### src/hdl/rob_defs.svh
// reorder buffer sizing
`ifndef ROB_DEFS_SVH
`define ROB_DEFS_SVH

// number of reorder buffer slots, a power of two and at least 4
`define ROB_SIZE 16

// number of physical registers behind the rename stage
`define PRF_SIZE 64

// width of a tag that names one slot
`define ROB_TAG_W $clog2(`ROB_SIZE)

// width of a physical register number
`define PRN_W $clog2(`PRF_SIZE)

`endif

### src/hdl/rob_pkg.sv
// reorder buffer types
`include "rob_defs.svh"

package rob_pkg;

	// one renamed instruction as it leaves the rename stage
	typedef struct packed {
		logic [63:0]          pc;         // fetch address of the instruction
		logic [4:0]           arn_dest;   // architected destination register
		logic [`PRN_W-1:0]    prn_dest;   // physical register given by rename
		logic                 is_branch;  // instruction can redirect the front end
		logic                 halt;       // stops retirement once committed
		logic                 illegal;    // decode found no valid opcode
		logic [31:0]          inst;       // raw instruction word, kept for debug
	} dispatch_t;

	// result reported by an execution unit
	typedef struct packed {
		logic [`ROB_TAG_W-1:0] tag;        // slot the finished instruction sits in
		logic                  mispredict; // branch outcome differs from prediction
		logic [63:0]           target_pc;  // correct next pc after the branch
	} complete_t;

	// contents of one slot as seen by the commit stage
	typedef struct packed {
		logic                 inuse;      // slot holds a live instruction
		logic                 executed;   // result has come back from execution
		logic [63:0]          pc;
		logic [4:0]           arn_dest;
		logic [`PRN_W-1:0]    prn_dest;
		logic                 is_branch;
		logic                 halt;
		logic                 illegal;
		logic [31:0]          inst;
		logic                 mispredict; // captured from the completion
		logic [63:0]          target_pc;  // captured from the completion
	} entry_state_t;

	// one retired instruction, consumed by the retirement rename table
	typedef struct packed {
		logic                 valid;      // high for one cycle per retirement
		logic [63:0]          pc;
		logic [4:0]           arn_dest;
		logic [`PRN_W-1:0]    prn_dest;
		logic                 is_branch;
		logic                 mispredict;
		logic [63:0]          target_pc;
		logic                 halt;
		logic                 illegal;
		logic [31:0]          inst;
	} commit_t;

endpackage

### src/hdl/rob_entry.sv
// reorder buffer slot
`timescale 1ns/1ps
`include "rob_defs.svh"

module rob_entry import rob_pkg::*;
#(
	parameter int ENTRY_ID = 0                  // tag this slot answers to
)
(
	input  logic         clock,
	input  logic         reset,
	input  logic         load,                 // dispatch writes this slot at the next edge
	input  logic         entry_sel,            // 1 takes the second dispatch slot, 0 the first
	input  dispatch_t    dispatch1,
	input  dispatch_t    dispatch2,
	input  logic         complete_valid,       // one cycle pulse from execution
	input  complete_t    complete,
	input  logic         retire,               // slot is the head and leaves this cycle
	input  logic         flush,                // mispredict wipes the whole buffer
	output entry_state_t state
);

	localparam int TAG_W = `ROB_TAG_W;

	dispatch_t    src;                         // payload picked from the two dispatch slots
	logic         hit;                         // completion is aimed at this live slot
	entry_state_t next_state;

	assign src = entry_sel ? dispatch2 : dispatch1;   // second slot only when tag2 lands here

	// a completion for a free slot is stale and must not touch anything
	assign hit = complete_valid && state.inuse && (complete.tag == TAG_W'(ENTRY_ID));

	always_comb
	begin
		next_state = state;                    // hold by default
		if (flush)
		begin
			next_state.inuse      = 1'b0;      // everything in flight is on the wrong path
			next_state.executed   = 1'b0;
			next_state.mispredict = 1'b0;
		end
		else if (load)
		begin
			// a reload wins over a retire in the same edge, the new instruction simply
			// replaces the one that leaves
			next_state.inuse      = 1'b1;
			next_state.executed   = 1'b0;      // fresh instruction has not run yet
			next_state.mispredict = 1'b0;      // outcome unknown until completion
			next_state.pc         = src.pc;
			next_state.arn_dest   = src.arn_dest;
			next_state.prn_dest   = src.prn_dest;
			next_state.is_branch  = src.is_branch;
			next_state.halt       = src.halt;
			next_state.illegal    = src.illegal;
			next_state.inst       = src.inst;
		end
		else if (retire)
		begin
			next_state.inuse    = 1'b0;        // slot returns to the free pool
			next_state.executed = 1'b0;
		end
		else if (hit)
		begin
			next_state.executed   = 1'b1;
			next_state.mispredict = complete.mispredict;  // branch outcome from execution
			next_state.target_pc  = complete.target_pc;   // redirect address if mispredicted
		end
	end

	always_ff @(posedge clock)
	begin
		if (reset)
		begin
			state.inuse      <= 1'b0;          // all slots start free
			state.executed   <= 1'b0;
			state.mispredict <= 1'b0;
		end
		else
		begin
			state <= next_state;
		end
	end

endmodule

### src/hdl/rob_dispatch.sv
// reorder buffer dispatch stage
`timescale 1ns/1ps
`include "rob_defs.svh"

module rob_dispatch
(
	input  logic                  clock,
	input  logic                  reset,
	input  logic                  dispatch1_valid,  // older of the two instructions
	input  logic                  dispatch2_valid,  // only meaningful with dispatch1_valid
	input  logic                  commit_pulse,     // one slot retired this cycle
	input  logic                  flush,            // empty the buffer at the next edge
	output logic                  dispatch_ready,   // room for two more instructions
	output logic [`ROB_TAG_W-1:0] tag1,
	output logic [`ROB_TAG_W-1:0] tag2,
	output logic [`ROB_SIZE-1:0]  entry_load,       // one-hot per accepted instruction
	output logic [`ROB_SIZE-1:0]  entry_sel         // marks the slot that takes instruction 2
);

	localparam int TAG_W = `ROB_TAG_W;
	localparam int CNT_W = `ROB_TAG_W + 1;    // occupancy must reach ROB_SIZE itself

	logic [TAG_W-1:0] tail;                    // next free slot in program order
	logic [CNT_W-1:0] count;                   // slots currently in flight
	logic             accept1;
	logic             accept2;

	// keep two slots spare so a two-wide dispatch never overruns the head
	assign dispatch_ready = (count <= CNT_W'(`ROB_SIZE - 2));

	// strobes are dropped while not ready or while the buffer is being flushed
	assign accept1 = dispatch1_valid && dispatch_ready && !flush;
	assign accept2 = accept1 && dispatch2_valid;

	assign tag1 = tail;
	assign tag2 = tail + TAG_W'(1);           // wraps modulo ROB_SIZE

	always_comb
	begin
		entry_load = '0;
		entry_sel  = '0;
		for (int i = 0; i < `ROB_SIZE; i++)
		begin
			if (accept1 && (tag1 == TAG_W'(i)))
				entry_load[i] = 1'b1;         // instruction 1 goes to the tail
			if (accept2 && (tag2 == TAG_W'(i)))
			begin
				entry_load[i] = 1'b1;         // instruction 2 goes right behind it
				entry_sel[i]  = 1'b1;
			end
		end
	end

	always_ff @(posedge clock)
	begin
		if (reset || flush)
		begin
			tail  <= '0;                       // refill starts over at slot 0
			count <= '0;
		end
		else
		begin
			tail  <= tail + TAG_W'(accept1) + TAG_W'(accept2);
			count <= count + CNT_W'(accept1) + CNT_W'(accept2) - CNT_W'(commit_pulse);
		end
	end

endmodule

### src/hdl/rob_commit.sv
// reorder buffer commit stage
`timescale 1ns/1ps
`include "rob_defs.svh"

module rob_commit import rob_pkg::*;
(
	input  logic                 clock,
	input  logic                 reset,
	input  entry_state_t         states [0:`ROB_SIZE-1],
	output logic [`ROB_SIZE-1:0] entry_commit,     // one-hot, frees the head slot
	output logic                 commit_pulse,     // tells dispatch the count drops
	output commit_t              commit,           // registered retirement record
	output logic                 flush,            // one cycle, same cycle as the record
	output logic [63:0]          flush_pc,
	output logic                 halted            // stays high until reset
);

	localparam int TAG_W = `ROB_TAG_W;

	logic [TAG_W-1:0] head;                    // oldest instruction in program order
	entry_state_t     head_state;
	logic             halt_pending;            // halt record is on the output right now
	logic             retire;
	commit_t          record;

	assign head_state = states[head];

	assign halt_pending = commit.valid && commit.halt;

	// nothing leaves behind a halt or during the flush cycle, younger slots are dead then
	assign retire = head_state.inuse && head_state.executed
		&& !halted && !halt_pending && !flush;

	assign commit_pulse = retire;

	always_comb
	begin
		entry_commit = '0;
		for (int i = 0; i < `ROB_SIZE; i++)
			if (retire && (head == TAG_W'(i)))
				entry_commit[i] = 1'b1;
	end

	always_comb
	begin
		record.valid      = retire;
		record.pc         = head_state.pc;
		record.arn_dest   = head_state.arn_dest;
		record.prn_dest   = head_state.prn_dest;
		record.is_branch  = head_state.is_branch;
		record.mispredict = head_state.mispredict;
		record.target_pc  = head_state.target_pc;
		record.halt       = head_state.halt;
		record.illegal    = head_state.illegal;
		record.inst       = head_state.inst;
	end

	always_ff @(posedge clock)
	begin
		if (reset || flush)
			head <= '0;                        // dispatch restarts at slot 0 as well
		else if (retire)
			head <= head + TAG_W'(1);
	end

	always_ff @(posedge clock)
	begin
		if (reset)
		begin
			commit.valid <= 1'b0;
			flush        <= 1'b0;
			halted       <= 1'b0;
		end
		else
		begin
			commit   <= record;                // valid follows retire by one cycle
			flush    <= retire && head_state.is_branch && head_state.mispredict;
			flush_pc <= head_state.target_pc;  // only looked at while flush is high
			if (halt_pending)
				halted <= 1'b1;               // rises right after the halt record
		end
	end

endmodule

### src/hdl/rob_top.sv
// reorder buffer top level
`timescale 1ns/1ps
`include "rob_defs.svh"

module rob_top import rob_pkg::*;
(
	input  logic                  clock,
	input  logic                  reset,
	input  logic                  dispatch1_valid,
	input  logic                  dispatch2_valid,
	input  dispatch_t             dispatch1,        // older instruction of the pair
	input  dispatch_t             dispatch2,
	output logic                  dispatch_ready,
	output logic [`ROB_TAG_W-1:0] tag1,             // tag handed to dispatch1
	output logic [`ROB_TAG_W-1:0] tag2,             // tag handed to dispatch2
	input  logic                  complete_valid,
	input  complete_t             complete,
	output commit_t               commit,
	output logic                  flush,
	output logic [63:0]           flush_pc,
	output logic                  halted
);

	logic [`ROB_SIZE-1:0] entry_load;          // dispatch write strobes
	logic [`ROB_SIZE-1:0] entry_sel;           // payload select per slot
	logic [`ROB_SIZE-1:0] entry_commit;        // head slot leaving this cycle
	logic                 commit_pulse;
	entry_state_t         states [0:`ROB_SIZE-1];

	rob_dispatch u_dispatch
	(
		.clock           (clock),
		.reset           (reset),
		.dispatch1_valid (dispatch1_valid),
		.dispatch2_valid (dispatch2_valid),
		.commit_pulse    (commit_pulse),
		.flush           (flush),
		.dispatch_ready  (dispatch_ready),
		.tag1            (tag1),
		.tag2            (tag2),
		.entry_load      (entry_load),
		.entry_sel       (entry_sel)
	);

	// every slot sees both payloads and the completion bus, its strobes pick what it takes
	for (genvar i = 0; i < `ROB_SIZE; i++)
	begin : g_entry
		rob_entry
		#(
			.ENTRY_ID (i)
		)
		u_entry
		(
			.clock          (clock),
			.reset          (reset),
			.load           (entry_load[i]),
			.entry_sel      (entry_sel[i]),
			.dispatch1      (dispatch1),
			.dispatch2      (dispatch2),
			.complete_valid (complete_valid),
			.complete       (complete),
			.retire         (entry_commit[i]),
			.flush          (flush),
			.state          (states[i])
		);
	end

	rob_commit u_commit
	(
		.clock        (clock),
		.reset        (reset),
		.states       (states),
		.entry_commit (entry_commit),
		.commit_pulse (commit_pulse),
		.commit       (commit),
		.flush        (flush),
		.flush_pc     (flush_pc),
		.halted       (halted)
	);

endmodule

### config.mk
export PLATFORM = sky130hd
export DESIGN_NAME = rob_top
export DESIGN_NICKNAME = d
export VERILOG_FILES = /design/src/hdl/rob_pkg.sv /design/src/hdl/rob_entry.sv /design/src/hdl/rob_dispatch.sv /design/src/hdl/rob_commit.sv /design/src/hdl/rob_top.sv
export VERILOG_INCLUDE_DIRS = /design/src /design/src/hdl
export SDC_FILE = /design/constraint.sdc
export NUM_CORES = 2
export LEC_CHECK = 0
export ABC_AREA = 0
export BUFFER_PORTS_ARGS = -buffer_cell sky130_fd_sc_hd__buf_4
export CORE_UTILIZATION = 55
export DETAILED_ROUTE_END_ITERATION = 8
export PLACE_DENSITY = 0.77
export SYNTH_ARGS = -nofsm -noshare
export SYNTH_HDL_FRONTEND = slang
export SYNTH_SLANG_ARGS = --single-unit
### constraint.sdc
create_clock -name clock -period 11.8 [get_ports clock]
set_clock_uncertainty 0.2 [all_clocks]
set_input_delay 1.77 -clock clock [delete_from_list [all_inputs] [get_ports clock]]
set_output_delay 1.77 -clock clock [all_outputs]
set_load 0.005 [all_outputs]
==> flow_summary.json <==
{
  "cp-start-kind": "flop",
  "fp.dieW_um": 499,
  "first_iter_violations": 8327,
  "critical_path_class": "flop to flop",
  "cts.hold.buffers_added": 0,
  "drc": 0,
  "grt_use_total": 0.291,
  "area_delta_synth_final_pct": 12.1,
  "place_hpwl_um": 193000,
  "ys_top_cells_by_area": "edfxtp_1 (65%), mux4_2 (15%), mux2_2 (13%), mux2_1 (1.6%), clkbuf_1 (0.99%)",
  "violations": "max-slew violations",
  "slew_viol_final": 28,
  "min_period_ns": 5.98,
  "multi_input_area_mm2": 0.0426,
  "nets": 7358,
  "worst_pin_slew_ns": 1.59,
  "die_y_um": 499,
  "cts_tree": "built",
  "syn-cell-area_mm2": 0.136,
  "gp_congestion": 0.847,
  "finalHoldViolCount": 0,
  "antenna_found_initial": 76,
  "ant_nets": 0,
  "placed_area_mm2": 0.142,
  "power_density_mw_per_mm2": 154,
  "grt_pass1_vias": 73073,
  "grt_pass1_wl_um": 522000,
  "dpl.cell_count": 9919,
  "rsz0062_at_grt": "false",
  "synth_top_area_share": 0.655,
  "post-cts-setup-buffer-count": 0,
  "port_buffers": 544,
  "hp-class": "flop to flop",
  "period_share": 0.507,
  "maxSlewHeadroom": -0.0573,
  "syn-num-nets": 7066,
  "fp-row-count": 181,
  "vdd_drop_max_mv": 0.120,
  "critPathTopFamily": "multiplexers",
  "via_per_inst": 6.69,
  "stdcell_count": 10493,
  "wl_per_cell_um": 34.5,
  "synth.distinct_cells": 68,
  "outcome": "finished, violations left",
  "synthMuxAreaShare": 0.294,
  "crit_chain": "buf_4 -> mux4_2 -> mux2i_1 -> or3_1 -> and2_1 -> inv_1 -> ha_1 -> inv_1 -> fa_1 -> fa_1 -> a21o_1 -> a21oi_1 -> xor2_1 -> nor2_1",
  "critical_path_arrival_ns": 6.55,
  "clk_path_buf_depth": 4,
  "dieArea_mm2": 0.249,
  "layout_commonest_cell": "edfxtp_1",
  "max_stage_delay_ns": 0.86,
  "wirelength_um": 362000,
  "yosysWarnings": 0,
  "synth-xor-area-share": 0.000452,
  "synth_simple_gate_area_frac": 0.00825,
  "synth_enable_flop_cells": 2959,
  "synth_top_area_cell": "edfxtp_1",
  "path_max_fanout": 52,
  "postSynthCellCount": 6752,
  "finalSetupViolCount": 0,
  "tns_ns": 0,
  "required_ns": 12.37,
  "cts_buffers": 325,
  "path_clk_slew_ns": 0.06,
  "fillers": 16593,
  "async_flop_share": 0,
  "grt_max_degree": 158,
  "worstSkewPairLatency_ns": 0.95,
  "drive_gt1_frac": 0.498,
  "synth_compound_area_frac": 0.00689,
  "synthAdderAreaFrac": 0.00201,
  "io_pins": 545,
  "htree_num_levels": 5,
  "ys_seq_elements": 3023,
  "p_leak_uw": 0.0481,
  "timing.fmax_mhz": 167,
  "end_kind": "flop",
  "ys_seq_area_frac": 0.664,
  "synth_top_flop_cell": "edfxtp_1",
  "layout_common_cells": "edfxtp_1 (2,959), mux2_2 (1,574), mux4_2 (882)",
  "p_total_uw": 23500,
  "vias": 70224,
  "coreArea_mm2": 0.244,
  "synth_top_family_by_area": "multiplexers",
  "critPathBufInv": 3,
  "syn_area_per_cell_um2": 20.1,
  "slowest_stage": "buf_4",
  "start_util": 0.556,
  "dr.pass1.iters": 6,
  "stdcell_area_mm2": 0.152,
  "root_buffer": "clkbuf_16",
  "gr-total-overflow": 0,
  "cts_sinks": 3023,
  "drv_cap": 0,
  "post_cts_resized": 0,
  "regArea_mm2": 0.0902
}
## report_power, final
group | internal, µW | switching (µW)
Combinational | 650 | 852
Clock | 5680 | 4110
Sequential | 12100 | 98.7
## final cells by class
class,count,area share
Inverter,19,0.000518
Clock buffer,396,0.0564
Clock inverter,153,0.00914
Timing Repair Buffer,663,0.0341
Tap cell,3202,0.0264
Antenna cell,25,0.000411
Multi-Input combinational cell,3012,0.280
Sequential cell,3023,0.593
## worst paths after layout
path | startpoint | end | slack, ns | cells after the start
worst max register to register | u_commit.head[1] | u_dispatch.count[4] | 5.82 | 14
worst min-delay path | g_entry[0].u_entry.state[64] | g_entry[0].u_entry.state[64] | 0.28 | 2
worst min register to register | g_entry[0].u_entry.state[64] | g_entry[0].u_entry.state[64] | 0.28 | 2
worst max-delay path | u_commit.head[1] | u_dispatch.count[4] | 5.82 | 14
## synthesized netlist by cell type, types with 4 or more instances
library cell	instances
edfxtp_1	2959
mux2_2	1574
mux4_2	882
clkbuf_1	358
mux2_1	187
buf_2	185
buf_4	101
dfxtp_1	64
buf_1	52
nor2_1	40
nand2_1	38
a21oi_1	33
nand3_1	33
nor3_1	21
ha_1	17
inv_1	17
mux2i_1	13
and2_1	12
and3_1	12
a31oi_1	11
nor2b_1	9
a21boi_0	8
a41oi_1	8
nor3b_1	8
or3_1	8
nand2b_1	7
a21o_1	6
o21ai_0	6
nand4_1	5
a2111oi_4	4
a221o_1	4
nor4_1	4
o21ai_1	4
xor2_1	4
## kinds of logic (layout without fill, tap and decap cells)
family          after synthesis  after routing
simple gates                211            211
xor+xnor                      7              7
other cells                   0             25
fa+ha+maj                    20             20
flops                      3023           3023
compound gates              118            118
mux                        2656           2656
buf+inv                     717           1231
## sequential cells by signal (all words and copies together), names as in the netlist
name	count
g_entry.u_entry.state	2832
u_commit.commit	176
u_commit.flush	1
u_commit.halted	1
u_commit.head	4
u_dispatch.count	5
u_dispatch.tag1	4
## metrics by stage
step                hold slack [ns]  utilization  setup WS, ns
floorplan                     0.230            -          1.71
global placement              0.250        0.582          5.38
detailed placement            0.272        0.582          5.41
CTS                           0.281        0.622          5.94
global route                  0.303        0.623          5.57
finish                        0.278        0.623          5.82
## worst register-to-register path: stages, from the launching register on
cell and delay (ns):
dfxtp_4 0.82, buf_4 0.88, mux4_2 0.71, mux2i_1 0.72, or3_1 0.34, and2_1 0.26
inv_1 0.07, ha_1 0.27, inv_1 0.06, fa_1 0.41, fa_1 0.45, a21o_1 0.19
a21oi_1 0.21, xor2_1 0.19, nor2_1 0.06
## routing by layer
metal,vias up,routed length (µm),track usage
li1,28437,-,-
met1,37343,139000,0.392
met2,3637,177000,0.472
met3,715,35400,0.0724
met4,92,9540,0.0849
met5,-,602,0
(Power assumes the default switching activity.)
